### config.mk
export PLATFORM = sky130hd
export DESIGN_NAME = bounding_box
export DESIGN_NICKNAME = d
export VERILOG_FILES = /design/src/raster_pkg.sv /design/src/bounding_box.sv
export SDC_FILE = /design/constraint.sdc
export NUM_CORES = 1
export LEC_CHECK = 0
export ABC_AREA = 1
export ABC_CLOCK_PERIOD_IN_PS = 20700
export CORE_MARGIN = 2
export CORE_UTILIZATION = 60
export DETAILED_ROUTE_END_ITERATION = 10
export DONT_BUFFER_PORTS = 1
export PLACE_DENSITY = 0.76
export SLEW_MARGIN = 20
export SYNTH_ARGS = -nofsm -noshare
export SYNTH_HDL_FRONTEND = slang
export SYNTH_SLANG_ARGS = --single-unit
### constraint.sdc
create_clock -name vclk -period 20.7
set_input_delay 4.14 -clock vclk [all_inputs]
set_output_delay 4.14 -clock vclk [all_outputs]
set_load 0.01 [all_outputs]
### src/raster_pkg.sv
`default_nettype none

package raster_pkg;

    // Tile geometry
    localparam int TILE_W = 32;
    localparam int TILE_H = 16;
    localparam int FB_WORDS = TILE_W * TILE_H;

    // Fixed point
    localparam int RECIP_FRAC = 12;
    localparam int RECIP_W = 12;
    localparam int DIV_W = 16;
    localparam int WEIGHT_W = 32;
    localparam int ZACC_W = 48;

    typedef logic signed [15:0] coord_t;
    typedef logic [15:0] depth_t;
    typedef logic [8:0] fb_addr_t;
    typedef logic [RECIP_W-1:0] recip_t;
    typedef logic [DIV_W-1:0] div_word_t;
    typedef logic signed [WEIGHT_W-1:0] weight_t;
    typedef logic signed [ZACC_W-1:0] zacc_t;
    typedef logic [3:0] reg_addr_t;
    typedef logic [15:0] reg_data_t;

    localparam coord_t TILE_X_MAX = coord_t'(TILE_W - 1);
    localparam coord_t TILE_Y_MAX = coord_t'(TILE_H - 1);
    localparam depth_t DEPTH_FAR = '1;
    localparam div_word_t DIV_DIVIDEND = div_word_t'(1 << RECIP_FRAC);

    // Register map
    localparam reg_addr_t REG_V0X = 4'd0;
    localparam reg_addr_t REG_V0Y = 4'd1;
    localparam reg_addr_t REG_V0Z = 4'd2;
    localparam reg_addr_t REG_V1X = 4'd3;
    localparam reg_addr_t REG_V1Y = 4'd4;
    localparam reg_addr_t REG_V1Z = 4'd5;
    localparam reg_addr_t REG_V2X = 4'd6;
    localparam reg_addr_t REG_V2Y = 4'd7;
    localparam reg_addr_t REG_V2Z = 4'd8;
    localparam reg_addr_t REG_CMD = 4'd9;
    localparam int CMD_START = 0;
    localparam int CMD_CLEAR = 1;

    typedef struct packed {
        coord_t x;
        coord_t y;
        depth_t z;
    } vertex_t;

    typedef struct packed {
        vertex_t v0;
        vertex_t v1;
        vertex_t v2;
    } triangle_t;

    typedef struct packed {
        coord_t min_x;
        coord_t max_x;
        coord_t min_y;
        coord_t max_y;
    } bbox_t;

    typedef struct packed {
        fb_addr_t addr;
        depth_t depth;
    } fragment_t;

endpackage

`default_nettype wire

### src/bounding_box.sv
`default_nettype none

module bounding_box (
    input wire raster_pkg::triangle_t triangle,
    output raster_pkg::bbox_t box,
    output logic box_valid
);
    import raster_pkg::*;

    function automatic coord_t min3(input coord_t a, input coord_t b, input coord_t c);
        coord_t m;
        m = (a < b) ? a : b;
        return (c < m) ? c : m;
    endfunction

    function automatic coord_t max3(input coord_t a, input coord_t b, input coord_t c);
        coord_t m;
        m = (a > b) ? a : b;
        return (c > m) ? c : m;
    endfunction

    coord_t raw_min_x;
    coord_t raw_max_x;
    coord_t raw_min_y;
    coord_t raw_max_y;
    coord_t clip_min_x;
    coord_t clip_max_x;
    coord_t clip_min_y;
    coord_t clip_max_y;

    assign raw_min_x = min3(triangle.v0.x, triangle.v1.x, triangle.v2.x);
    assign raw_max_x = max3(triangle.v0.x, triangle.v1.x, triangle.v2.x);
    assign raw_min_y = min3(triangle.v0.y, triangle.v1.y, triangle.v2.y);
    assign raw_max_y = max3(triangle.v0.y, triangle.v1.y, triangle.v2.y);

    // Clip to the tile
    assign clip_min_x = (raw_min_x < 0) ? '0 : raw_min_x;
    assign clip_max_x = (raw_max_x > TILE_X_MAX) ? TILE_X_MAX : raw_max_x;
    assign clip_min_y = (raw_min_y < 0) ? '0 : raw_min_y;
    assign clip_max_y = (raw_max_y > TILE_Y_MAX) ? TILE_Y_MAX : raw_max_y;

    assign box.min_x = clip_min_x;
    assign box.max_x = clip_max_x;
    assign box.min_y = clip_min_y;
    assign box.max_y = clip_max_y;

    // A box entirely off one side ends up inverted after clipping
    assign box_valid = (clip_min_x <= clip_max_x) && (clip_min_y <= clip_max_y);

endmodule

`default_nettype wire

==> metrics, run 1 <==
layout cell share with drive strength beyond 1=0.0347; CP Data Arrival Time=11.36 ns; Peak VDD IR=around 0.042 mV; CORE AREA=0.00864 mm2; GP Congestion=0.919; slowest stage delay, CP=0.60 ns; register area share after synthesis=0; PD cells=69.7 mW/mm2; routed via count=about 5800; Worst-Margin Slew=a little under 0.9 ns; Die W=between 90 and 100 um; fin. max-slew vios=0; Layout Area Growth over Synthesis=-0.778%; Die Y=slightly below 100 um; Total GRT Usage=0.292; antenna-violating nets left=0; Post-Syn Instances=roughly 960; kind of critical path=in2out; most frequent cells in the layout=271 x nand2_1, 146 x inv_1, 124 x ha_1; Setup WS post-layout=5.20 ns; final hold viol count=0; Placement Setup Slack=around 5.3 ns; Final min period=approximately 15 ns; hold wc startpoint=triangle[19]; number of global-route vias before repair=approximately 5000; Final Core Density=0.610; drc violations=0; post-synth cell types=33; # Post-CTS Setup Buffers=0; maximum fanout along the worst path=32; sequential cells=0; mapped cell area=0.00531 mm2; Syn Area/Cell=approximately 5.6 um2; nature of the critical path endpoint=output port; Max Freq=between 0.06 and 0.07 GHz; DR iter-0 viols=between 200 and 300; Fin Setup TNS=0 ns; crit share post-route=0.749; Static Leak=approximately 3.1 nW; antenna violations before repair=0; most common cell after layout, fill and taps aside=nand2_1; n_diodes=0; drt pass-1 iters=5; first-pass GRT wire length=24.2 mm; total grt overflow=0; final setup vio count=0; row count=34; RSZ-0062 raised after global routing=false; worst hold-check path type=in2out; Nets=1193; Critical Path RT=roughly 17 ns; Post-DP HPWL=roughly 13 mm; CP max stage cell=nand3_1; wire per inst=14.0 um; status=completed; CP most frequent cell=nand2_1; CLK BUF=0; I/O pin total=~210; Syn. warnings=0; cts hold-fix bufs=0; Starting Density=0.615; Max Cap Viol=0; final wirelength=~14 mm; die area=between 0.009 and 0.01 mm2; vias per inst=5.63; register area=0 um2; cts repair resizes=0; largest net degree at the start of global routing=33; worst setup path start=triangle[79]; fill count=roughly 950; CP startpoint kind=input pin; PortBufs=0; slew margin rel.=0.414
==> stage by stage <==
stage	hold WS [ns]	cells	total power, mW	cell area [um2]
after floorplan	8.46	956	0.298	5310
after global placement	8.48	1031	0.357	5270
after detailed placement	8.49	1031	0.361	5270
after CTS	8.49	1031	0.363	5270
after global routing	8.50	1031	0.426	5270
final	8.48	1031	0.367	5270
==> final cells by class <==
| cell class | instances | area (um2) | share of cell area |
|---|---|---|---|
| Multi-Input combinational cell | 776 | 4580 | 0.870 |
| Inverter | 147 | 552 | 0.105 |
| Tap cell | 108 | 135 | 0.0257 |
==> cell families (layout without fill, tap and decap cells) <==
logic type      Yosys count  in the layout  synth area share
simple gates            475            475             0.378
buf+inv                 180            147             0.138
compound gates          175            175             0.190
fa+ha+maj               124            124             0.292
other cells               1              2          0.000707
==> worst paths after layout <==
| check | end | slack [ns] | cells after the start |
|---|---|---|---|
| max | box_valid | 5.20 | 37 |
| min | box[3] | 8.48 | 2 |
==> synthesized netlist by cell type (all sizes together), types with 4 or more instances <==
| cell | count | share of area |
|---|---|---|
| a21oi | 51 | 0.048 |
| clkbuf | 17 | 0.012 |
| nor2 | 76 | 0.054 |
| nand4 | 12 | 0.014 |
| nand3 | 97 | 0.093 |
| nor3 | 5 | 0.0075 |
| o21ai | 100 | 0.11 |
| o21a | 5 | 0.0071 |
| ha | 124 | 0.29 |
| buf | 16 | 0.022 |
| nand2 | 280 | 0.20 |
| a211oi | 4 | 0.0057 |
| inv | 147 | 0.10 |
| a21o | 4 | 0.0057 |
==> critical path, delay by kind of cell <==
kind	cells	cell delay, ns
and+or+nand+nor	19	3.58
buffers and inverters	3	0.19
AOI/OAI and AO/OA	12	2.45
adders and majority gates	3	0.98
==> where the power goes <==
group | switching, mW | total, mW | internal (mW)
clock network | 0 | 0 | 0
registers | 0 | 0 | 0
logic | 0.251 | 0.367 | 0.116
total | 0.251 | 0.367 | 0.116
==> metal layers <==
| metal | GRT usage | share of wire |
|---|---|---|
| met1 | 0.469 | 0.52 |
| met2 | 0.426 | 0.39 |
| met3 | 0.0415 | 0.083 |
| met4 | 0.0160 | 0.0060 |
| met5 | 0 | 0 |
(Power assumes the default switching activity.)
==> run 2, diff against run 1 <==
Settings changed: ABC_CLOCK_PERIOD_IN_PS 20700 to 14950.
Clock period 20.7 ns to 14.95 ns, I/O delays scaled along.
==> run 2 against run 1 <==
Sequential share of layout area is the same. Critical path depth is the same. Final cell count is the same. Die area is the same. Critical endpoint unchanged. Largest power group unchanged. Highest routed layer unchanged.
==> metrics, run 2 (synthesis gave the netlist of run 1 again) <==
CP Data Arrival Time=10.19 ns (-1.17 ns); most frequent cells in the layout=271 x nand2_1, 146 x inv_1, 124 x ha_1; Final Core Density=0.610 (unchanged); GP Congestion=0.921 (+0.29%); I/O pin total=209 (unchanged); wire per inst=14.1 um (+0.77%); Clk pwr share=0 (unchanged); cell internal pwr=0.161 mW (+39%); n_diodes=0 (unchanged); final setup vio count=0 (unchanged); slew margin rel.=0.413 (-0.000922); routed via count=5830 (+0.47%); Die W=98.1 um (unchanged); Tot Pwr=0.509 mW (+39%); Layout Area Growth over Synthesis=-0.778% (unchanged); antenna-violating nets left=0 (unchanged); CORE AREA=0.00864 mm2 (unchanged); status=completed; drt pass-1 iters=5 (unchanged); grt met1 use=0.463 (-0.00559); Critical Path RT=11.96 ns (-4.60 ns); met2 Resource Use GR=0.426 (unchanged); sequential cells=0 (unchanged); P_sw=0.348 mW (+39%); Max Cap Viol=0 (unchanged); hold_ws=6.17 ns (-2.31 ns); fin. max-slew vios=0 (unchanged); maximum fanout along the worst path=32 (unchanged); Worst-Margin Slew=0.878 ns (+0.00138 ns); Die Y=98.1 um (unchanged); number of global-route vias before repair=5216 (+1.2%); die area=0.00961 mm2 (unchanged); hold depth=2 (unchanged); crit share post-route=0.882; kind of critical path=in2out; largest net degree at the start of global routing=33 (unchanged); Fin Setup TNS=0 ns (unchanged); hold wc startpoint=triangle[18]; layout cell share with drive strength beyond 1=0.0347 (unchanged); slowest stage delay, CP=0.60 ns (about the same); Flop pwr share=0 (unchanged); nature of the critical path endpoint=output port; total grt overflow=0 (unchanged); Nets=1193 (unchanged); CP max stage cell=nand3_1; most common cell after layout, fill and taps aside=nand2_1; RSZ-0062 raised after global routing=false; met3 GRT Util=0.0429 (+0.00143); cts hold-fix bufs=0 (unchanged); Static Leak=3.14 nW (unchanged); PortBufs=0 (unchanged); CLK BUF=0 (unchanged); final hold viol count=0 (unchanged); Final min period=about 13 ns; Starting Density=0.615 (unchanged); CP startpoint kind=input pin; CP most frequent cell=nand2_1; register area=0 um2 (unchanged); Peak VDD IR=0.0449 mV (+7.0%); GR peak layer=met1; cts repair resizes=0 (unchanged); # Post-CTS Setup Buffers=0 (unchanged); first-pass GRT wire length=24.1 mm (-0.54%); DR iter-0 viols=279 (-6.4%); Max Freq=around 0.076 GHz; antenna violations before repair=0 (unchanged); Hold EP=box[2]; final wirelength=14.5 mm (+0.77%); fill count=927 (-2.2%); power share of the combinational group=1.000 (about the same); PD cells=96.7 mW/mm2 (+39%); row count=34 (unchanged); vias per inst=5.65 (+0.47%); worst hold-check path type=in2out; Total GRT Usage=0.291 (-0.000740); Post-DP HPWL=12.7 mm (+0.21%); Net Sw Frac=0.684 (about the same); drc violations=0 (unchanged)
==> run 2: cell counts in the layout (fill, tap and decap cells not counted) <==
No cell type changed its count.
==> run 2: routing by layer <==
layer	share of wire	vias up
met2	0.38	190
met5	0	-
met1	0.52	2534
li1	-	3098
met4	0.0082	0
met3	0.091	8
==> run 2: area by class of cell <==
class,instances,area [um2],area share
inverter,147,552,0.105
tap,108,135,0.0257
multi-input combinational,776,4580,0.870
==> run 2: power by group through the flow <==
stage	logic (mW)	clock network [mW]	registers (mW)
floorplan	0.412	0	0
global placement	0.494	0	0
detailed placement	0.500	0	0
CTS	0.503	0	0
global route	0.588	0	0
finish	0.509	0	0
==> run 2: worst max-delay path: cells and delay by family <==
family                     cells  cell delay, ns
buffers and inverters          3            0.18
AOI/OAI and AO/OA             12            2.50
and+or+nand+nor               19            3.52
adders and majority gates      3            0.95
==> run 2: how the worst max path moves through the flow <==
stage	startpoint	endpoint	slack [ns]
6_report	triangle[79]	box_valid	1.77
5_1_grt	triangle[79]	box_valid	0.88
4_1_cts	triangle[79]	box_valid	1.84
3_5_place_dp	triangle[79]	box_valid	1.86
3_3_place_gp	triangle[79]	box_valid	1.98
2_1_floorplan	triangle[77]	box_valid	3.86
==> run 2: stage by stage <==
step	std cells	setup WS (ns)	cell area, um2
3_5_place_dp	1031	1.86	5270
2_1_floorplan	956	3.86	5310
6_report	1031	1.77	5270
3_3_place_gp	1031	1.98	5270
4_1_cts	1031	1.84	5270
5_1_grt	1031	0.877	5270
==> run 3, diff against run 2 <==
Settings changed: CORE_UTILIZATION 60 to 45, PLACE_DENSITY 0.76 to not set.
==> run 3 against run 2 <==
Combinational power barely moved. Die area rose by 32%. Critical path depth did not move. Utilization fell by 15 points. Worst hold slack improved by 0.016 ns. Power rose by 0.49%. Via count fell by 2.7%. Final cell count rose by 3.4%. Critical path type unchanged. Critical endpoint unchanged. Largest cell class unchanged.
==> metrics, run 3 (synthesis gave the netlist of run 1 again) <==
status=completed; Peak VDD IR=0.0604 mV (+34%); CLK BUF=0 (unchanged); CP most frequent cell=nand2_1; wire per inst=14.5 um (+2.9%); Static Leak=3.14 nW (unchanged); CP startpoint kind=input pin; largest net degree at the start of global routing=33 (unchanged); nature of the critical path endpoint=output port; Setup WS post-layout=1.77 ns (+0.00458 ns); sequential cells=0 (unchanged); Starting Density=0.463 (-0.152); slowest stage delay, CP=0.60 ns (about the same); cts repair resizes=0 (unchanged); PortBufs=0 (unchanged); area of the multi-input gates=0.00458 mm2 (unchanged); RSZ-0062 raised after global routing=false; Critical Path RT=11.96 ns (about the same); DR iter-0 viols=382 (+37%); I/O pin total=209 (unchanged); final wirelength=15.4 mm (+6.4%); CORE AREA=0.0115 mm2 (+33%); Max Cap Viol=0 (unchanged); most common cell after layout, fill and taps aside=nand2_1; CP max stage cell=nand3_1; number of global-route vias before repair=5019 (-3.8%); Placed Area=0.00531 mm2 (+0.83%); Final Core Density=0.463 (-0.147); total placed cells including tap cells=1066 (+3.4%); final hold viol count=0 (unchanged); final setup vio count=0 (unchanged); CP Data Arrival Time=10.19 ns (about the same); antenna violations before repair=0 (unchanged); GP Congestion=0.908 (-1.4%); first-pass GRT wire length=25.1 mm (+4.3%); Final min period=13.18 ns (-0.00458 ns); crit share post-route=0.881 (about the same); PD cells=96.4 mW/mm2 (-0.34%); cts hold-fix bufs=0 (unchanged); Post-DP HPWL=13.7 mm (+8.1%); Total GRT Usage=0.236 (-0.0549); Finished Layout Cells=1066 (+3.4%); die area=0.0127 mm2 (+32%); total grt overflow=0 (unchanged); Die Y=113 um (+15%); Die W=113 um (+15%); vias per inst=5.32 (-5.9%); Max Freq=0.0759 GHz (about the same); fill count=1296 (+40%); Worst-Margin Slew=0.871 ns (-0.00756 ns); Layout Area Growth over Synthesis=0.0471%; maximum fanout along the worst path=32 (unchanged); worst hold-check path type=in2out; routed via count=5670 (-2.7%); register area=0 um2 (unchanged); layout cell share with drive strength beyond 1=0.0347 (unchanged); antenna-violating nets left=0 (unchanged); row count=39 (+15%); Placement Setup Slack=1.80 ns (-0.0566 ns); kind of critical path=in2out; Fin Setup TNS=0 ns (unchanged); most frequent cells in the layout=271 x nand2_1, 146 x inv_1, 124 x ha_1; # Post-CTS Setup Buffers=0 (unchanged); drc violations=0 (unchanged); drt pass-1 iters=5 (unchanged); slew margin rel.=0.418 (+0.00505); n_diodes=0 (unchanged); Design Area, Final=0.00531 mm2 (+0.83%); fin. max-slew vios=0 (unchanged); Nets=1193 (unchanged)
run 3: worst max-delay path, delay by kind of cell:
| kind | cells | cell delay (ns) |
|---|---|---|
| adders and majority gates | 3 | 0.95 |
| AOI/OAI and AO/OA | 12 | 2.39 |
| and+or+nand+nor | 19 | 3.67 |
| buffers and inverters | 3 | 0.19 |
run 3: final timing paths:
check             depth (start not counted)         start        end  slack, ns
hold / removal                            2  triangle[18]     box[2]       6.19
setup / recovery                         37  triangle[79]  box_valid       1.77
run 3: area by class of cell:
type / count / share of cell area
well taps: 143 / 0.0337
multi-input cells: 776 / 0.862
inverters: 147 / 0.104
run 3: per-layer routing:
metal	share of wire	vias to the layer above	global-route usage
li1	-	3092	-
met1	0.54	2405	0.394
met2	0.37	167	0.324
met3	0.084	6	0.0405
met4	0.0043	0	0.00732
met5	0	-	0
run 3: through the flow:
step	hold slack, ns	power, mW
3_3_place_gp	6.19	0.504
3_5_place_dp	6.19	0.508
5_1_grt	6.22	0.591
4_1_cts	6.19	0.511
2_1_floorplan	6.16	0.412
6_report	6.19	0.512
run 3: power by group:
group	internal [mW]	total (mW)	switching [mW]	leakage [nW]
combinational	0.161	0.512	0.351	3.14
clock	0	0	0	0
sequential	0	0	0	0
total	0.161	0.512	0.351	3.14
