`src/raster_pkg.sv`:
```
`default_nettype none

package raster_pkg;

    // Tile geometry
    localparam int TILE_W = 32;
    localparam int TILE_H = 16;
    localparam int FB_WORDS = TILE_W * TILE_H;

    // Fixed point
    localparam int RECIP_FRAC = 12;
    localparam int RECIP_W = 12;
    localparam int DIV_W = 16;
    localparam int WEIGHT_W = 32;
    localparam int ZACC_W = 48;

    typedef logic signed [15:0] coord_t;
    typedef logic [15:0] depth_t;
    typedef logic [8:0] fb_addr_t;
    typedef logic [RECIP_W-1:0] recip_t;
    typedef logic [DIV_W-1:0] div_word_t;
    typedef logic signed [WEIGHT_W-1:0] weight_t;
    typedef logic signed [ZACC_W-1:0] zacc_t;
    typedef logic [3:0] reg_addr_t;
    typedef logic [15:0] reg_data_t;

    localparam coord_t TILE_X_MAX = coord_t'(TILE_W - 1);
    localparam coord_t TILE_Y_MAX = coord_t'(TILE_H - 1);
    localparam depth_t DEPTH_FAR = '1;
    localparam div_word_t DIV_DIVIDEND = div_word_t'(1 << RECIP_FRAC);

    // Register map
    localparam reg_addr_t REG_V0X = 4'd0;
    localparam reg_addr_t REG_V0Y = 4'd1;
    localparam reg_addr_t REG_V0Z = 4'd2;
    localparam reg_addr_t REG_V1X = 4'd3;
    localparam reg_addr_t REG_V1Y = 4'd4;
    localparam reg_addr_t REG_V1Z = 4'd5;
    localparam reg_addr_t REG_V2X = 4'd6;
    localparam reg_addr_t REG_V2Y = 4'd7;
    localparam reg_addr_t REG_V2Z = 4'd8;
    localparam reg_addr_t REG_CMD = 4'd9;
    localparam int CMD_START = 0;
    localparam int CMD_CLEAR = 1;

    typedef struct packed {
        coord_t x;
        coord_t y;
        depth_t z;
    } vertex_t;

    typedef struct packed {
        vertex_t v0;
        vertex_t v1;
        vertex_t v2;
    } triangle_t;

    typedef struct packed {
        coord_t min_x;
        coord_t max_x;
        coord_t min_y;
        coord_t max_y;
    } bbox_t;

    typedef struct packed {
        fb_addr_t addr;
        depth_t depth;
    } fragment_t;

endpackage

`default_nettype wire

```
`src/raster_regs.sv`:
```
`default_nettype none

module raster_regs (
    input wire clk,
    input wire rst,
    input wire cfg_we,
    input wire raster_pkg::reg_addr_t cfg_addr,
    input wire raster_pkg::reg_data_t cfg_data,
    output raster_pkg::triangle_t triangle,
    output logic start,
    output logic clear
);
    import raster_pkg::*;

    logic cmd_write;

    assign cmd_write = cfg_we && (cfg_addr == REG_CMD);

    // Command bits become single-cycle strobes
    always_ff @(posedge clk or posedge rst) begin
        if (rst) begin
            start <= 1'b0;
            clear <= 1'b0;
        end else begin
            start <= cmd_write && cfg_data[CMD_START];
            clear <= cmd_write && cfg_data[CMD_CLEAR];
        end
    end

    always_ff @(posedge clk or posedge rst) begin
        if (rst) begin
            triangle <= '0;
        end else if (cfg_we) begin
            case (cfg_addr)
                REG_V0X: triangle.v0.x <= coord_t'(cfg_data);
                REG_V0Y: triangle.v0.y <= coord_t'(cfg_data);
                REG_V0Z: triangle.v0.z <= depth_t'(cfg_data);
                REG_V1X: triangle.v1.x <= coord_t'(cfg_data);
                REG_V1Y: triangle.v1.y <= coord_t'(cfg_data);
                REG_V1Z: triangle.v1.z <= depth_t'(cfg_data);
                REG_V2X: triangle.v2.x <= coord_t'(cfg_data);
                REG_V2Y: triangle.v2.y <= coord_t'(cfg_data);
                REG_V2Z: triangle.v2.z <= depth_t'(cfg_data);
                default: begin
                    // REG_CMD and unmapped addresses leave the vertices alone
                end
            endcase
        end
    end

endmodule

`default_nettype wire

```
`config.mk`:
```
export PLATFORM = sky130hd
export DESIGN_NAME = raster_regs
export DESIGN_NICKNAME = d
export VERILOG_FILES = /design/src/raster_pkg.sv /design/src/raster_regs.sv
export SDC_FILE = /design/constraint.sdc
export NUM_CORES = 1
export LEC_CHECK = 0
export BUFFER_PORTS_ARGS = -buffer_cell sky130_fd_sc_hd__buf_2
export CORE_UTILIZATION = 40
export CTS_CLUSTER_SIZE = 25
export DETAILED_ROUTE_END_ITERATION = 7
export GPL_TIMING_DRIVEN = 0
export PLACE_DENSITY = 0.66
export SETUP_SLACK_MARGIN = 0.1
export SLEW_MARGIN = 20
export SYNTH_ARGS = -nofsm -noshare
export SYNTH_HDL_FRONTEND = slang
export SYNTH_SLANG_ARGS = --single-unit
```
`constraint.sdc`:
```
create_clock -name clk -period 6.95 [get_ports clk]
set_input_delay 1.39 -clock clk [delete_from_list [all_inputs] [get_ports clk]]
set_output_delay 1.39 -clock clk [all_outputs]
set_load 0.02 [all_outputs]
```
==> flow_summary.yaml, run 1 <==
run_status:
  status: "completed"
cts:
  clkTransAtPathRegs_ns: 0.06
  cts_htree_levels: 4
  cts_hold_buf: 0
  cts_buffers: 17
  cts_resized: 0
  cts_setup_buffers: 0
  clock_sinks: 146
  cts_tree: "done"
  root_buffer: "clkbuf_16"
  insertion_delay_ns: 0.42
  clock_path_buffers: 2
power:
  p_seq_share_pct: 41.2
  p_leak_nw: 3.60
  swShare_pct: 31.1
  p_per_area_nw_per_um2: 384
  ir_drop_mv: 0.218
  p_int_mw: 1.91
  power_frac_comb_pct: 25.7
  power.share.clock_pct: 33.1
  power_switching_uw: 863
global_route:
  grt_use_total_pct: 19.7
  grt_overflow_total: 0
  grt_pass1_vias: 3537
  antenna_found_initial: 0
  grt_pass1_wl_mm: 20.4
  grt_max_degree: 84
sta:
  fin_crit_sh_pct: 38.7
  final.setup.worst_slack_ns: 4.26
  rsz0062_at_grt: "false"
  finalSetupTns_ns: 0
  hold_viol_final: 0
  fmax_mhz: 371
  fin_crit_ns: 2.69
  fin_skew_ns: 0
  setup_viol: 0
  slew_violations: 0
  worst_slew_pin_slew_ns: 0.566
  slew_headroom_pct: 62.3
setup_path:
  r2r_cells: 1
  start_kind: "input port"
  r2r_start: "triangle[49]"
  crit_start: "cfg_addr[3]"
  critPathArrivalTime_ns: 3.00
  rrSetupSlack_ns: 6.17
  crit_type: "input port to register"
  cp-end-kind: "register"
  cp.required_ns: 7.26
  r2r_end: "triangle[49]"
  crit_path_max_fanout: 10
cells_and_area:
  regArea_um2: 3650
  final_util_pct: 54.1
  multi_input_area_um2: 1780
  finalNetCount: 533
  final_cells: 699
  n_fill_cell: 1170
  area_growth_pct: 30.5
  n_antenna_cell: 0
  final_cell_area_um2: 7220
  drive_gt1_share_pct: 68.6
yosys:
  ys_ff_latch: 146
  yosysTopAreaCellShare_pct: 66.0
  yosysMostFrequentCell: "dfrtp_1"
  avgSynthCellArea_um2: 17.1
  synth_edf_count: 0
  synth_warnings: 0
  synth_nets: 347
  yosysTopAreaCell: "dfrtp_1"
  synthArstFlopShare_pct: 100
  synth_cell_types: 20
  yosysSeqAreaShare_pct: 66.0
  synth_cells: 324
  synthesis.area_um2: 5540
  ys_top_cells_by_count: "146 x dfrtp_1, 134 x mux2_2, 10 x buf_2, 10 x mux2_4"
  synthFlopType: "dfrtp_1"
  synth_area_leaders: "dfrtp_1 66%, mux2_2 27%, mux2_4 2.7%"
die:
  io_pins: 169
  die_y_um: 120
  rows: 42
  dieArea_um2: 14300
  start_util_pct: 41.5
  design.core.area_um2: 13300
  fp.dieW_um: 120
drt:
  routed_wl_mm: 13.1
  via_per_inst: 4.92
  drc: 0
  first_iter_violations: 159
  drt.antenna.violating_nets: 0
  dr.pass1.iters: 4
  via_count: 3439
  wire_per_inst_um: 18.8
placement:
  dp_cells: 667
  place_area_um2: 6620
  place_hpwl_mm: 8.91
  post-place-ws_ns: 3.78
  port_buffers: 166
  gp_congestion: 0.710
job:
  max_cap_viol_count: 0
worst_hold_path:
  timing.hold.worst.start: "triangle[131]"
  hold_depth: 1
  hold_path.class: "register to register"
  whs_endpoint: "triangle[131]"
## cells in the final DEF, fill, tap and decap left out, drive strengths merged
cell type,n
clkbuf,24
dfrtp,146
clkinv,5
mux2,144
nor3b,2
inv,1
nor2,3
nand3b,2
and2,2
nor3,1
nand2,3
clkinvlp,1
and3,1
buf,182
bufinv,2
nand2b,3
or4,1
## kinds of logic after synthesis
family                 synth area share, %
multiplexers                          30.0
buffers and inverters                 1.81
AND/OR/NAND/NOR                       2.24
flip-flops                            66.0
## worst max path at each step
stage	endpoint	slack, ns	cells after the start
after global placement	triangle[47]	0.22	2
after floorplan	clear	1.64	1
after global routing	triangle[17]	4.15	5
final	triangle[20]	4.26	5
after CTS	triangle[20]	4.22	5
after detailed placement	triangle[20]	3.78	5
## layer usage
layer / wire [um] / track usage, % / share of wire [%]
met1: 5710 / 24.4 / 44
met2: 6220 / 31.2 / 47
met3: 1020 / 7.22 / 7.8
met4: 158 / 7.50 / 1.2
met5: 0 / 0 / 0
## power groups by stage
| stage | Clock [mW] | Combinational [mW] | Sequential [mW] |
|---|---|---|---|
| after floorplan | 0 | 0.199 | 1.40 |
| after global placement | 0 | 0.710 | 1.14 |
| after detailed placement | 0 | 0.721 | 1.16 |
| after CTS | 0.934 | 0.722 | 1.15 |
| after global routing | 0.977 | 0.757 | 1.17 |
| final | 0.917 | 0.713 | 1.14 |
## area by class of cell
cell class / instances / share of cell area, %
flip-flops and latches: 146 / 50.6
multi-input cells: 162 / 24.7
repair buffers: 167 / 11.9
clock buffers: 24 / 6.94
well taps: 176 / 3.05
clock inverters: 8 / 1.39
plain buffers: 15 / 1.33
inverters: 1 / 0.156
## per-stage QoR
step                      total power [mW]  hold WS (ns)
final                                 2.77         0.499
after CTS                             2.80         0.502
after global routing                  2.90         0.511
after detailed placement              1.88         0.488
after floorplan                       1.60         0.635
after global placement                1.85         0.482
## state kept, by name (all words and copies together), names as in the netlist
signal    count
triangle    144
clear         1
start         1
## worst max-delay path: stages
cell,delay (ns)
buf_2,0.12
nand3b_1,0.28
nor2_2,0.38
buf_2,0.43
mux2_2,0.39
Note: power is estimated with default switching activity, not from simulation.
==> run 2, diff against run 1 <==
- clock period: 6.95 -> 2.5 ns (I/O delays scaled with it)
==> run 2 against run 1 <==
Net effect:
- register-to-register slack got worse by 4.5 ns
- clock power increased to 2.9 times the previous value
- sequential power increased to 2.8 times the previous value
- sequential share of layout area decreased by 0.60 points
- non-clock buffer count increased by 3
- die area unchanged
- final cell count increased by 0.43%
- clock skew unchanged
- first-iteration DRC count decreased by 9.4%
- worst setup slack got worse by 3.6 ns
- global-route usage decreased by 0.70 points
- routed wire length decreased by 2.0%
- critical endpoint is now triangle[18]
- highest routed layer unchanged
==> flow_summary.yaml, run 2 (synthesized netlist as in run 1, its figures left out) <==
cells_and_area:
  final_common_cell: "buf_2"
  finalNetCount: 536
  layout_common_cells: "176 x buf_2, 146 x dfrtp_1, 134 x mux2_2, 17 x clkbuf_16, 10 x mux2_4"
  final_cells: 702
  n_antenna_cell: 0
  area_growth_pct: 32.0
  regMostFlops: "triangle"
  largest_reg_flops: 144
  n_fill_cell: 1117
  drive_gt1_share_pct: 68.6
  top_regs: "triangle: 144 flops, clear: 1 flops, start: 1 flops"
die:
  design.core.area_um2: 13300
  rows: 42
  start_util_pct: 41.5
  fp.dieW_um: 120
  io_pins: 169
  dieArea_um2: 14300
  die_y_um: 120
cts:
  cts_resized: 0
  cts_tree: "done"
  cts_buffers: 17
  root_buffer: "clkbuf_16"
  clock_sinks: 146
  clkTransAtPathRegs_ns: 0.06
  cts_hold_buf: 0
  cts_setup_buffers: 0
  clock_path_buffers: 2
  insertion_delay_ns: 0.41
  cts_htree_levels: 4
sta:
  fmax_mhz: 553
  hold_viol_final: 0
  worst_slew_pin_slew_ns: 0.582
  slew_violations: 0
  fin_skew_ns: 0
  fin_crit_ns: 1.81
  setup_viol: 0
  finalSetupTns_ns: 0
  fin_crit_sh_pct: 72.3
  slew_headroom_pct: 61.1
  rsz0062_at_grt: "false"
power:
  ir_drop_mv: 0.510
  p_leak_nw: 3.64
  p_per_area_nw_per_um2: 1080
drt:
  via_count: 3400
  drt.antenna.violating_nets: 0
  routed_wl_mm: 12.9
  dr.pass1.iters: 4
  first_iter_violations: 144
  via_per_inst: 4.84
  drc: 0
  wire_per_inst_um: 18.3
global_route:
  grt_max_degree: 35
  grt_use_total_pct: 19.0
  grt_pass1_wl_mm: 19.8
  antenna_found_initial: 0
  grt_overflow_total: 0
  grt_pass1_vias: 3432
setup_path:
  crit_path_max_fanout: 10
  cp-end-kind: "register"
  r2r_start: "triangle[136]"
  critPathArrivalTime_ns: 2.10
  cp.required_ns: 2.80
  start_kind: "input port"
  crit_type: "input port to register"
  crit_start: "cfg_addr[3]"
job:
  max_cap_viol_count: 0
placement:
  port_buffers: 166
  place_hpwl_mm: 9.09
  dp_cells: 670
  gp_congestion: 0.695
worst_hold_path:
  hold_path.class: "input port to asynchronous set/reset pin"
run_status:
  status: "completed"
run 2: cell count changes in the layout (fill, tap and decap cells not counted):
cell	change
inv_6	+1
clkbuf_8	-1
clkinv_2	-1
bufinv_16	+2
clkbuf_1	+1
buf_16	-1
inv_8	-1
clkinv_4	-1
buf_12	+4
run 2: through the flow:
step,hold slack [ns],power (mW),area (um2),utilization [%],setup WS (ns)
global placement,0.482,5.16,6590,49.4,-0.613
detailed placement,0.488,5.23,6670,50.0,0.238
global route,0.157,8.22,7310,54.8,0.586
CTS,0.142,7.97,7310,54.8,0.678
floorplan,0.635,4.44,5540,-,0.167
finish,0.141,7.87,7310,54.8,0.692
run 2: final timing paths:
path                                 end  slack (ns)  depth (start not counted)
setup / recovery            triangle[18]        0.69                          5
hold / removal             triangle[119]        0.14                          2
setup reg to reg           triangle[136]        1.72                          1
hold reg to reg            triangle[102]        0.50                          1
max in group asynchronous  triangle[129]        1.56                          4
min in group clk             triangle[3]        0.43                          2
run 2: critical path: stages:
cell and delay, ns:
buf_2 0.11, nand3b_1 0.27, nor2_2 0.39, buf_2 0.44, mux2_2 0.38
run 2: per-layer routing:
layer	wire length [um]	vias to the layer above	track usage, %
met1	5750	1729	24.3
met2	6070	130	29.5
li1	-	1528	-
met4	131	0	6.33
met3	906	13	7.18
met5	0	-	0
run 2: cell type report:
class | instances | area (um2) | share of cell area (%)
buffer | 15 | 96.3 | 1.32
clock buffer | 24 | 492 | 6.73
clock inverter | 8 | 148 | 2.02
inverter | 1 | 7.51 | 0.103
multi-input combinational | 162 | 1780 | 24.4
sequential | 146 | 3650 | 50.0
tap | 176 | 220 | 3.01
timing repair buffer | 170 | 911 | 12.5
run 2: report_power, final:
part           internal [mW]  total [mW]  switching (mW)
Combinational          0.813        1.99            1.17
Sequential              2.91        3.18           0.271
Clock                   1.78        2.70           0.921
==> run 3, diff against run 2 <==
- clock period: 2.5 -> 1.76 ns (I/O delays scaled with it)
==> run 3 against run 2 <==
Net effect:
- hold slack better by 0.14 ns
- worst setup slack worse by 0.52 ns
- utilization up 0.21 points
- critical path depth unchanged
- clock-buffer cell count unchanged
- die area unchanged
==> flow_summary.yaml, run 3 (synthesized netlist as in run 1, its figures left out) <==
run_status:
  status: "completed"
sta:
  slew_headroom_pct: 61.1
  rsz0062_at_grt: "true"
  fin_crit_sh_pct: 90.3
  slew_violations: 0
  fin_skew_ns: 0
  fmax_mhz: 630
  worst_slew_pin_slew_ns: 0.583
  hold_viol_final: 0
  final.setup.worst_slack_ns: 0.172
  hold_ws_ns: 0.281
  setup_viol: 0
  finalSetupTns_ns: 0
  fin_crit_ns: 1.59
cts:
  insertion_delay_ns: 0.41
  clkTransAtPathRegs_ns: 0.06
  clock_path_buffers: 2
  clock_sinks: 146
  cts_tree: "done"
  root_buffer: "clkbuf_16"
  cts_htree_levels: 4
  cts_buffers: 17
setup_path:
  critPathArrivalTime_ns: 1.88
  crit_path_max_fanout: 10
  cp-end-kind: "register"
  r2r_start: "triangle[39]"
  r2r_end: "triangle[39]"
  rrSetupSlack_ns: 0.98
  r2r_cells: 1
  crit_type: "input port to register"
  cp.required_ns: 2.06
  start_kind: "input port"
  crit_path_end: "triangle[18]"
  crit_start: "cfg_addr[3]"
drt:
  first_iter_violations: 135
  routed_wl_mm: 12.8
  via_per_inst: 4.85
  drt.antenna.violating_nets: 0
  via_count: 3411
  drc: 0
  wire_per_inst_um: 18.2
  dr.pass1.iters: 4
global_route:
  grt_max_degree: 35
  antenna_found_initial: 0
  grt_pass1_wl_mm: 19.9
  grt_overflow_total: 0
  grt_use_total_pct: 19.0
  grt_pass1_vias: 3444
die:
  dieArea_um2: 14300
  fp.dieW_um: 120
  design.core.area_um2: 13300
  io_pins: 169
  die_y_um: 120
  start_util_pct: 41.5
  rows: 42
placement:
  post-place-ws_ns: -0.354
  port_buffers: 166
  place_hpwl_mm: 9.09
  gp_congestion: 0.695
worst_hold_path:
  hold_depth: 2
  hold_path.class: "input port to register"
cells_and_area:
  final_util_pct: 55.0
  largest_reg_flops: 144
  finalNetCount: 538
  area_growth_pct: 32.5
  top_regs: "triangle: 144 flops, clear: 1 flops, start: 1 flops"
  layout_common_cells: "174 x buf_2, 146 x dfrtp_1, 134 x mux2_2, 17 x clkbuf_16, 10 x mux2_4"
  final_common_cell: "buf_2"
  n_antenna_cell: 0
  regMostFlops: "triangle"
  drive_gt1_share_pct: 68.6
job:
  max_cap_viol_count: 0
power:
  ir_drop_mv: 0.726
  p_total_mw: 11.2
  p_leak_nw: 3.65
  p_per_area_nw_per_um2: 1520
-- run 3: cell types whose count changed in the layout (fill, tap and decap cells not counted) --
cell	before	now
nor2_2	2	1
buf_4	1	3
buf_2	176	174
dlygate4sd3_1	0	1
clkbuf_4	0	1
nor2_4	0	1
-- run 3: layout make-up --
cell class	instances	area, um2
multi-input combinational	162	1790
inverter	1	7.51
timing repair buffer	172	928
clock buffer	24	492
fill	1116	6010
clock inverter	8	148
tap	176	220
sequential	146	3650
buffer	15	101
-- run 3: worst min path at each step --
| stage | startpoint | endpoint | slack [ns] |
|---|---|---|---|
| after floorplan | cfg_data[15] | triangle[15] | 0.50 |
| after detailed placement | rst | triangle[103] | 0.44 |
| final | cfg_data[3] | triangle[3] | 0.28 |
| after global routing | cfg_data[5] | triangle[53] | 0.28 |
| after CTS | cfg_data[3] | triangle[3] | 0.27 |
| after global placement | triangle[101] | triangle[101] | 0.48 |
-- run 3: worst max-delay path, cell delays in order --
cell      delay [ns]
buf_2           0.11
nand3b_1        0.31
nor2_2          0.41
buf_4           0.32
mux2_2          0.36
-- run 3: report_power, final --
group | internal (mW) | switching (mW)
Sequential | 4.13 | 0.383
Clock | 2.53 | 1.31
Combinational | 1.16 | 1.67
-- run 3: timing repair --
action / 4_1_cts / 5_1_grt
endpoints found under the setup margin: 7 / 26
gates resized for setup: 1 / 2
setup buffers: 0 / 1
hold endpoints to repair: 22 / 0
hold buffers: 1 / 0
pin swaps: 0 / 1
-- run 3: metal layers --
| metal | GRT usage, % | wire length, um | vias to the layer above |
|---|---|---|---|
| li1 | - | - | 1531 |
| met1 | 24.3 | 5720 | 1737 |
| met2 | 29.6 | 6080 | 130 |
| met3 | 7.18 | 911 | 13 |
| met4 | 6.33 | 131 | 0 |
| met5 | 0 | 0 | - |
-- run 3: metrics by stage --
stage,instances,instance area [um2]
final,704,7340
after global routing,704,7340
after CTS,703,7320
after detailed placement,670,6670
after global placement,666,6590
after floorplan,324,5540
