### src/raster_pkg.sv
`default_nettype none

package raster_pkg;

    // Tile geometry
    localparam int TILE_W = 32;
    localparam int TILE_H = 16;
    localparam int FB_WORDS = TILE_W * TILE_H;

    // Fixed point
    localparam int RECIP_FRAC = 12;
    localparam int RECIP_W = 12;
    localparam int DIV_W = 16;
    localparam int WEIGHT_W = 32;
    localparam int ZACC_W = 48;

    typedef logic signed [15:0] coord_t;
    typedef logic [15:0] depth_t;
    typedef logic [8:0] fb_addr_t;
    typedef logic [RECIP_W-1:0] recip_t;
    typedef logic [DIV_W-1:0] div_word_t;
    typedef logic signed [WEIGHT_W-1:0] weight_t;
    typedef logic signed [ZACC_W-1:0] zacc_t;
    typedef logic [3:0] reg_addr_t;
    typedef logic [15:0] reg_data_t;

    localparam coord_t TILE_X_MAX = coord_t'(TILE_W - 1);
    localparam coord_t TILE_Y_MAX = coord_t'(TILE_H - 1);
    localparam depth_t DEPTH_FAR = '1;
    localparam div_word_t DIV_DIVIDEND = div_word_t'(1 << RECIP_FRAC);

    // Register map
    localparam reg_addr_t REG_V0X = 4'd0;
    localparam reg_addr_t REG_V0Y = 4'd1;
    localparam reg_addr_t REG_V0Z = 4'd2;
    localparam reg_addr_t REG_V1X = 4'd3;
    localparam reg_addr_t REG_V1Y = 4'd4;
    localparam reg_addr_t REG_V1Z = 4'd5;
    localparam reg_addr_t REG_V2X = 4'd6;
    localparam reg_addr_t REG_V2Y = 4'd7;
    localparam reg_addr_t REG_V2Z = 4'd8;
    localparam reg_addr_t REG_CMD = 4'd9;
    localparam int CMD_START = 0;
    localparam int CMD_CLEAR = 1;

    typedef struct packed {
        coord_t x;
        coord_t y;
        depth_t z;
    } vertex_t;

    typedef struct packed {
        vertex_t v0;
        vertex_t v1;
        vertex_t v2;
    } triangle_t;

    typedef struct packed {
        coord_t min_x;
        coord_t max_x;
        coord_t min_y;
        coord_t max_y;
    } bbox_t;

    typedef struct packed {
        fb_addr_t addr;
        depth_t depth;
    } fragment_t;

endpackage

`default_nettype wire

### src/reciprocal_divider.sv
`default_nettype none

module reciprocal_divider (
    input wire clk,
    input wire rst,
    input wire div_start,
    input wire raster_pkg::coord_t area,
    output raster_pkg::recip_t recip,
    output logic div_done
);
    import raster_pkg::*;

    div_word_t divisor;
    div_word_t rem;
    div_word_t quo;
    div_word_t rem_next;
    div_word_t quo_next;
    logic [$clog2(DIV_W)-1:0] count;
    logic running;

    // One restoring step; the start cycle already performs the first one
    always_comb begin
        div_word_t rem_src;
        div_word_t quo_src;
        div_word_t dvs_src;
        logic [DIV_W:0] partial;
        if (div_start) begin
            rem_src = '0;
            quo_src = DIV_DIVIDEND;
            dvs_src = div_word_t'(area);
        end else begin
            rem_src = rem;
            quo_src = quo;
            dvs_src = divisor;
        end
        partial = {rem_src, quo_src[DIV_W-1]};
        quo_next = {quo_src[DIV_W-2:0], 1'b0};
        if (partial >= {1'b0, dvs_src}) begin
            rem_next = div_word_t'(partial - {1'b0, dvs_src});
            quo_next[0] = 1'b1;
        end else begin
            rem_next = div_word_t'(partial);
        end
    end

    always_ff @(posedge clk or posedge rst) begin
        if (rst) begin
            running <= 1'b0;
            count <= '0;
            div_done <= 1'b0;
        end else begin
            div_done <= 1'b0;
            if (div_start) begin
                running <= 1'b1;
                count <= 1;
            end else if (running) begin
                count <= count + 1'b1;
                if (count == DIV_W - 1) begin
                    running <= 1'b0;
                    div_done <= 1'b1;
                end
            end
        end
    end

    always_ff @(posedge clk) begin
        if (div_start) begin
            divisor <= div_word_t'(area);
        end
        if (div_start || running) begin
            rem <= rem_next;
            quo <= quo_next;
        end
    end

    // An area of 1 gives 4096, which saturates
    assign recip = (|quo[DIV_W-1:RECIP_W]) ? '1 : quo[RECIP_W-1:0];

endmodule

`default_nettype wire

### config.mk
export PLATFORM = sky130hd
export DESIGN_NAME = reciprocal_divider
export DESIGN_NICKNAME = d
export VERILOG_FILES = /design/src/raster_pkg.sv /design/src/reciprocal_divider.sv
export SDC_FILE = /design/constraint.sdc
export NUM_CORES = 1
export LEC_CHECK = 0
export ABC_CLOCK_PERIOD_IN_PS = 2750
export BUFFER_PORTS_ARGS = -buffer_cell sky130_fd_sc_hd__buf_4
export CORE_MARGIN = 3
export CORE_UTILIZATION = 53
export CTS_CLUSTER_DIAMETER = 50
export DETAILED_ROUTE_END_ITERATION = 7
export GPL_TIMING_DRIVEN = 0
export PLACE_DENSITY = 0.86
export SETUP_SLACK_MARGIN = 0.02
export SYNTH_ARGS = -nofsm -noshare
export SYNTH_HDL_FRONTEND = slang
export SYNTH_SLANG_ARGS = --single-unit
### constraint.sdc
create_clock -name clk -period 2.75 [get_ports clk]
set_input_delay 0.1375 -clock clk [delete_from_list [all_inputs] [get_ports clk]]
set_output_delay 0.1375 -clock clk [all_outputs]
set_load 0.01 [all_outputs]
==> impl_metrics.toml, run 1 <==
[drt]
remaining_drc_errors = 0
ant_nets = 0
wl_um = 6840
drtPass1Iterations = 6
drtIter0Drc = 184
vias = 2422
routed_via_density = 5.63
route.detailed.wl_per_inst_um = 15.9

[place]
detailed_place_hpwl_um = 4540
post-place-cells = 405
place.gp.congestion = 0.836
portBuffers = 31
pre_cts_slack_ns = -0.572
post_dp_cell_area_sq_mm = 0.00355

[pwr]
p_per_area_mw_per_mm2 = 429
power.leakage_nw = 1.77
ir_drop_uv = 229
finalPower_mw = 1.68

[synthesis]
synth_fa_ha_area_share_pct = 7.31
avgSynthCellArea_sq_um = 10.5
ys.flop_type = "edfxtp_1"
synth_common_cells = "32 x edfxtp_1, 31 x nor2b_1, 21 x inv_1"
synthArstFlopShare_pct = 11.1
syn_inst = 302
synth_compound_area_share_pct = 11.9
synth_top_family_by_area = "simple AND/OR/NAND/NOR gates"
yosysTopAreaCell = "edfxtp_1"
synthXorXnorAreaFrac_pct = 2.75
syn-num-nets = 339
synth_mux_area_share_pct = 10.3
netlist_area_sq_mm = 0.00318
synth_area_leaders = "edfxtp_1 30%, dfxtp_1 10%, ha_1 6.7%"
synth_edf_count = 32
synth_top_area_share_pct = 30.2
synth-simple-area-share_pct = 18.5
yosysSeqAreaShare_pct = 45.0
synth.distinct_cells = 58
yosysWarnings = 0
synth.most_common_cell = "edfxtp_1"
ys_seq_elements = 54

[run_status]
status = "complete, no violations"

[global_routing]
grt_pass1_vias = 2524
grt_first_pass_wirelength_um = 11500
grt_max_degree = 33
grt_use_total_pct = 20.1
antenna_found_initial = 0
overflow = 0

[floorplan]
rows = 27
die_w_um = 83.5
die-area_sq_mm = 0.00697
start_util_pct = 56.4
core_region_area_sq_mm = 0.00564
dieHeight_um = 83.5
ios = 32

[finish]
n_antenna_cell = 0
fin_area_sq_mm = 0.00391
drive_gt1_share_pct = 27.7
fin_cells = 430
area_growth_pct = 23.0
fin_util_pct = 69.4
num-fill-cells = 433
final_nets = 394

[timing]
max_freq_mhz = 369
tightest_slew_ns = 0.805
slew_headroom_pct = 46.3
slew_violations = 0
hold_slack_ns = 0.0409
fin_crit_sh_pct = 98.6
tns_ns = 0
period_minus_slack_ns = 2.71
finalSetupViolations = 0
setup_slack_ns = 0.0390
rsz0062_at_grt = "true"
finalHoldViolations = 0
finClkSkew_ns = 0.00896

[setup_path]
critPathSlowestCell = "or4b_4"
arrival_ns = 2.78
start_kind = "flop"
critPathBufInv = 1
slowest_delay_ns = 0.58
r2r_slack_ns = 0.04
r2r-end = "rem[4]"
critPathKind = "reg -> reg"
cp.required_ns = 2.82
cp-end-kind = "flop"
r2r_cells = 9
crit_family = "simple AND/OR/NAND/NOR gates"
cp_cell_sequence = "nor2b_2 > ha_4 > a21oi_4 > nand2_1 > a21o_1 > or4b_4 > nand2_4 > inv_6 > mux2_1"
critPathMaxFanout = 14
r2r_start = "rem[6]"

[cts]
cts_buffers = 5
clock_latency_ns = 0.32
cts_max_path_buffers = 2
cts.root.buffer_cell = "clkbuf_8"
clkTransAtPathRegs_ns = 0.10
cts_sinks = 54
cts_tree = "built"
htree_levels = 2

[worst_hold_path]
hold_class = "in -> reg"
hold_path_startpoint = "area[3]"
hold_depth = 3
holdPathEnd = "divisor[3]"

[flow_run]
maxCapViolCount = 0
worst max path at each step:
stage	from	endpoint	slack (ns)	depth (start not counted)
floorplan	div_start	rem[10]	-0.03	12
global placement	div_start	rem[6]	-0.56	13
detailed placement	div_start	rem[7]	-0.57	12
CTS	divisor[0]	rem[14]	0.06	9
global route	div_start	rem[3]	-0.03	12
finish	rem[6]	rem[4]	0.04	9
registers in the layout, summed over array words and instances (netlist names):
| register | cells |
|---|---|
| running | 1 |
| divisor | 16 |
| quo | 16 |
| div_done | 1 |
| rem | 16 |
| count | 4 |
worst reg2reg max path: stages, from the launching register on:
cell	delay (ns)
edfxtp_1	0.40
nor2b_2	0.20
ha_4	0.30
a21oi_4	0.20
nand2_1	0.08
a21o_1	0.21
or4b_4	0.58
nand2_4	0.10
inv_6	0.08
mux2_1	0.34
report_power, final:
part | switching (mW) | internal [mW]
clock network | 0.278 | 0.180
logic | 0.168 | 0.155
registers | 0.0170 | 0.884
cell families (layout without fill, tap and decap cells):
group                      count (synthesis)  after routing
AOI/OAI and AO/OA                         53             53
and+or+nand+nor                          105            105
adders and majority gates                 18             18
muxes                                     29             29
xor gates and xnor gates                  10             10
buffers and inverters                     33             89
DFF                                       54             54
layout make-up:
cell class              count  area, sq um  share of cell area (%)
plain buffers               8         68.8                    1.76
clock buffers               5         68.8                    1.76
clock inverters             3         20.0                   0.512
inverters                  22         87.6                    2.24
multi-input cells         215         1760                    45.0
flip-flops and latches     54         1430                    36.6
well taps                  72         90.1                    2.30
repair buffers             51          385                    9.85
per-layer routing:
metal	vias up	global-route usage, %	wire (um)
met4	0	7.46	127
met5	-	0	0
met3	11	3.85	270
li1	1192	-	-
met2	65	32.7	3360
met1	1154	26.6	3080
layout by cell type (no fill, tap or decap), drive strengths merged, types with 2 or more instances in the layout:
| cell | n |
|---|---|
| buf | 51 |
| edfxtp | 32 |
| nor2b | 31 |
| inv | 23 |
| nand2 | 19 |
| mux2i | 18 |
| ha | 17 |
| dfxtp | 16 |
| a21oi | 14 |
| nand2b | 13 |
| clkbuf | 12 |
| nor2 | 11 |
| mux2 | 11 |
| o21ai | 10 |
| nand3 | 9 |
| xnor2 | 7 |
| dfrtp | 6 |
| nor4 | 4 |
| o31ai | 4 |
| or2 | 3 |
| xor2 | 3 |
| a211oi | 3 |
| o21a | 3 |
| nor3 | 3 |
| nand4 | 2 |
| a21o | 2 |
| and3 | 2 |
| and2 | 2 |
| o31a | 2 |
| or4 | 2 |
| a221oi | 2 |
what timing repair did:
item / in CTS / in global routing
gates resized for setup: 15 / 13
hold endpoints to repair: 6 / 0
buffers inserted: 10 / 9
hold buffers: 1 / 0
pin swaps: 9 / 10
endpoints found under the setup margin: 11 / 12
(Power assumes the default switching activity.)
==> run 2, diff against run 1 <==
--- a/config.mk
+++ b/config.mk
@@ -5,15 +5,17 @@
 export SDC_FILE = /design/constraint.sdc
 export NUM_CORES = 1
 export LEC_CHECK = 0
+export ABC_AREA = 1
 export ABC_CLOCK_PERIOD_IN_PS = 2750
 export BUFFER_PORTS_ARGS = -buffer_cell sky130_fd_sc_hd__buf_4
 export CORE_MARGIN = 3
-export CORE_UTILIZATION = 53
+export CORE_UTILIZATION = 54
 export CTS_CLUSTER_DIAMETER = 50
 export DETAILED_ROUTE_END_ITERATION = 7
 export GPL_TIMING_DRIVEN = 0
 export PLACE_DENSITY = 0.86
 export SETUP_SLACK_MARGIN = 0.02
+export SKIP_CTS_REPAIR_TIMING = 1
 export SYNTH_ARGS = -nofsm -noshare
 export SYNTH_HDL_FRONTEND = slang
 export SYNTH_SLANG_ARGS = --single-unit
==> impl_metrics.toml, run 2 <==
[global_routing]
antenna_found_initial = 0
grt_first_pass_wirelength_um = 12900
overflow = 0
grt_max_degree = 34
grt_pass1_vias = 2898
grt_use_total_pct = 22.4

[setup_path]
arrival_ns = 2.56
cp-end-kind = "flop"
start_kind = "primary input"
cp.required_ns = 2.84
r2r_slack_ns = 0.38
critPathMaxFanout = 10
critPathKind = "in -> reg"

[cts]
cts_max_path_buffers = 2
clock_latency_ns = 0.32
cts_sinks = 54
cts_tree = "built"
cts_buffers = 5
cts.root.buffer_cell = "clkbuf_8"
clkTransAtPathRegs_ns = 0.10
htree_levels = 2

[synthesis]
yosysTopAreaCell = "edfxtp_1"
ys_seq_elements = 54
ys.flop_type = "edfxtp_1"
synth.distinct_cells = 34
synthArstFlopShare_pct = 11.1
synth.most_common_cell = "nand2_1"
yosysSeqAreaShare_pct = 41.7
syn_inst = 472
synth_top_area_share_pct = 28.0
yosysWarnings = 0
avgSynthCellArea_sq_um = 7.28
syn-num-nets = 509
synth_edf_count = 32
netlist_area_sq_mm = 0.00344
synth_area_leaders = "edfxtp_1 28%, nand2_1 16%, inv_1 10%"
synth_common_cells = "144 x nand2_1, 96 x inv_1, 38 x nor2_1"

[timing]
tightest_slew_ns = 0.801
slew_violations = 0
max_freq_mhz = 405
period_minus_slack_ns = 2.47
slew_headroom_pct = 46.4
rsz0062_at_grt = "false"
setup_slack_ns = 0.279
finalHoldViolations = 0
fin_crit_sh_pct = 89.9
finClkSkew_ns = 0.0106
finalSetupViolations = 0

[drt]
drtIter0Drc = 131
remaining_drc_errors = 0
route.detailed.wl_per_inst_um = 13.0
ant_nets = 0
drtPass1Iterations = 4
wl_um = 7650
routed_via_density = 5.05
vias = 2963

[pwr]
ir_drop_uv = 317
finalPower_mw = 1.63
power.leakage_nw = 2.09
p_per_area_mw_per_mm2 = 421

[place]
detailed_place_hpwl_um = 5890
place.gp.congestion = 0.951
portBuffers = 31
pre_cts_slack_ns = -0.240
post_dp_cell_area_sq_mm = 0.00376

[flow_run]
maxCapViolCount = 0

[finish]
drive_gt1_share_pct = 15.4
area_growth_pct = 12.5
final_nets = 548
seq_area_sq_mm = 0.00143
layout_commonest_cell = "nand2_1"
mostFrequentLayoutCells = "143 x nand2_1, 96 x inv_1, 38 x nor2_1"
fin_util_pct = 64.2
num-fill-cells = 547
multiInputGateArea_sq_mm = 0.00158
top_regs = "divisor (16), quo (16), rem (16)"
n_antenna_cell = 0
fin_area_sq_mm = 0.00387

[floorplan]
die-area_sq_mm = 0.00736
rows = 28
dieHeight_um = 85.8
core_region_area_sq_mm = 0.00603
ios = 32
start_util_pct = 57.0
die_w_um = 85.8

[run_status]
status = "complete, no violations"

[worst_hold_path]
hold_class = "in -> reg"
## run 2: changes by cell type after synthesis, moves of 18 or more
cell     change
nor2_1      +27
nand2_1    +126
mux2i_1     -18
nand3_1     +19
inv_1       +75
nor2b_1     -31
## run 2: worst max-delay path, cell delays in order
cell	delay (ns)
buf_4	0.12
buf_2	0.18
clkbuf_2	0.22
o21ai_0	0.43
ha_1	0.38
a21oi_1	0.29
o21a_1	0.16
nand2_2	0.08
nor2_8	0.17
nand2_4	0.11
buf_8	0.16
nand2_1	0.06
nand2_1	0.05
## run 2: final timing paths
kind | to | startpoint | depth (start not counted)
worst max-delay path | rem[5] | div_start | 13
worst min-delay path | divisor[0] | area[0] | 3
worst max register to register | rem[5] | divisor[14] | 10
worst min register to register | divisor[0] | divisor[0] | 2
max in group asynchronous | running | rst | 3
min in group asynchronous | count[3] | rst | 3
## run 2: metal layers
metal | wire (um) | global-route usage, % | share of wire [%] | vias up
met5 | 0 | 0 | 0 | -
met4 | 146 | 8.06 | 1.9 | 0
met3 | 404 | 2.98 | 5.3 | 14
met2 | 3570 | 37.9 | 47 | 85
met1 | 3530 | 29.4 | 46 | 1334
li1 | - | - | - | 1530
## run 2: power breakdown
group          switching, mW  leakage [nW]  internal (mW)  total [mW]
Sequential            0.0109         0.600          0.883       0.894
Combinational          0.163          1.44          0.109       0.271
Clock                  0.279        0.0456          0.182       0.461
Total                  0.452          2.09           1.17        1.63
## run 2: cell families (layout without fill, tap and decap cells)
group,after synthesis,in the layout,share of synthesized area (%)
simple gates,252,252,32.7
buf+inv,110,150,12.6
flops,54,54,41.7
compound gates,32,32,4.81
fa+ha+maj,18,18,6.77
xor+xnor,6,6,1.53
## run 2: stage by stage
| stage | hold slack [ns] | TNS, ns | std cells |
|---|---|---|---|
| floorplan | -0.0715 | 0 | 472 |
| global placement | 0.0637 | -1.63 | 578 |
| global route | 0.0685 | 0 | 587 |
| CTS | -0.261 | 0 | 586 |
| detailed placement | 0.0757 | -2.64 | 578 |
| finish | 0.0520 | 0 | 587 |
## run 2: layout make-up
class,instances,area share (%)
multi-input combinational,308,40.7
inverter,98,9.51
timing repair buffer,32,6.28
buffer,12,1.78
clock inverter,2,0.356
clock buffer,6,1.88
sequential,54,37.0
tap,75,2.43
==> run 3, diff against run 2 <==
--- a/config.mk
+++ b/config.mk
@@ -8,8 +8,10 @@
 export ABC_AREA = 1
 export ABC_CLOCK_PERIOD_IN_PS = 2750
 export BUFFER_PORTS_ARGS = -buffer_cell sky130_fd_sc_hd__buf_4
+export CELL_PAD_IN_SITES_DETAIL_PLACEMENT = 2
+export CELL_PAD_IN_SITES_GLOBAL_PLACEMENT = 2
 export CORE_MARGIN = 3
-export CORE_UTILIZATION = 54
+export CORE_UTILIZATION = 31
 export CTS_CLUSTER_DIAMETER = 50
 export DETAILED_ROUTE_END_ITERATION = 7
 export GPL_TIMING_DRIVEN = 0
==> constraint.sdc (replaced) <==
create_clock -name clk -period 2.75 [get_ports clk]
set_input_delay 0.4125 -clock clk [delete_from_list [all_inputs] [get_ports clk]]
set_output_delay 0.4125 -clock clk [all_outputs]
set_load 0.01 [all_outputs]
==> impl_metrics.toml, run 3 (synthesis results as in run 2) <==
[global_routing]
grt_first_pass_wirelength_um = 19000
overflow = 0
grt_use_total_pct = 19.4
grt_pass1_vias = 3584
grt_max_degree = 34
antenna_found_initial = 0

[drt]
routed_via_density = 5.00
ant_nets = 0
drtIter0Drc = 179
wl_um = 12800
remaining_drc_errors = 0
route.detailed.wl_per_inst_um = 19.5
drtPass1Iterations = 4
vias = 3282

[setup_path]
critPathMaxFanout = 10
r2r-end = "rem[8]"
cp.required_ns = 2.84
r2r_start = "rem[4]"
r2r_slack_ns = 0.35
r2r_cells = 14
arrival_ns = 2.76
start_kind = "primary input"
critPathKind = "in -> reg"
cp-end-kind = "flop"

[cts]
htree_levels = 2
cts_buffers = 5
cts_sinks = 54
cts_tree = "built"
cts.root.buffer_cell = "clkbuf_8"
clkTransAtPathRegs_ns = 0.11
cts_max_path_buffers = 2
clock_latency_ns = 0.33

[timing]
finalHoldViolations = 0
fin_crit_sh_pct = 97.1
slew_violations = 0
finClkSkew_ns = 0.0172
tns_ns = 0
period_minus_slack_ns = 2.67
slew_headroom_pct = 41.8
finalSetupViolations = 0
max_freq_mhz = 375
tightest_slew_ns = 0.869
setup_slack_ns = 0.0809

[floorplan]
die_w_um = 111
start_util_pct = 32.6
rows = 37
ios = 32
dieHeight_um = 111
core_region_area_sq_mm = 0.0106
die-area_sq_mm = 0.0124

[flow_run]
maxCapViolCount = 0

[finish]
num-fill-cells = 1241
top_regs = "divisor (16), quo (16), rem (16)"
final_nets = 557
n_antenna_cell = 0
area_growth_pct = 18.6
drive_gt1_share_pct = 19.4
layout_commonest_cell = "nand2_1"
mostFrequentLayoutCells = "143 x nand2_1, 96 x inv_1, 43 x buf_4"

[pwr]
power.leakage_nw = 2.15
ir_drop_uv = 314
finalPower_mw = 1.69
p_per_area_mw_per_mm2 = 416

[place]
portBuffers = 31
place.gp.congestion = 0.842
pre_cts_slack_ns = -0.599
detailed_place_hpwl_um = 9000

[run_status]
status = "complete, no violations"

[worst_hold_path]
hold_class = "in -> async"
run 3: worst max-delay path by stage:
stage               from  endpoint  cells past startpoint  slack (ns)
2_1_floorplan  div_start    rem[6]                     14        0.27
3_5_place_dp   div_start    rem[5]                     11       -0.60
3_3_place_gp   div_start    rem[9]                     13       -0.53
5_1_grt        div_start   rem[12]                     17       -0.05
6_report       div_start    rem[8]                     14        0.08
4_1_cts        div_start   rem[12]                     13       -0.33
run 3: critical path, stage by stage:
cell      delay (ns)
buf_4           0.10
inv_2           0.07
clkbuf_4        0.19
or2_2           0.32
o21ai_1         0.17
ha_1            0.34
nand2_1         0.16
nor2_2          0.08
and2_2          0.24
nor2_8          0.16
nand2_4         0.14
buf_8           0.18
nand2_1         0.09
nand2_1         0.08
run 3: where the power goes:
part | internal [mW] | switching, mW
logic | 0.127 | 0.204
registers | 0.884 | 0.0188
clock network | 0.177 | 0.283
total | 1.19 | 0.505
run 3: through the flow:
step	cell area, sq um	hold WS [ns]	std cells	util (%)
floorplan	3440	0.203	472	-
global placement	3840	0.347	639	36.4
detailed placement	3840	0.354	639	36.4
CTS	3920	0.0176	647	37.2
global route	4070	0.0191	657	38.6
finish	4070	0.00722	657	38.6
run 3: cell type report:
cell class	instances	area, sq um	area share (%)
Buffer	12	88.8	2.18
Clock buffer	6	72.6	1.78
Clock inverter	2	8.76	0.215
Inverter	98	368	9.03
Multi-Input combinational cell	308	1630	39.9
Sequential cell	54	1430	35.1
Tap cell	136	170	4.18
Timing Repair Buffer	41	308	7.56
run 3: layer usage:
metal	GRT usage, %	vias to the layer above	part of all wire, %	routed length, um
li1	-	1544	-	-
met1	22.3	1640	41	5260
met2	37.6	71	53	6780
met3	2.67	27	3.3	429
met4	4.22	0	2.7	343
met5	0	-	0	0
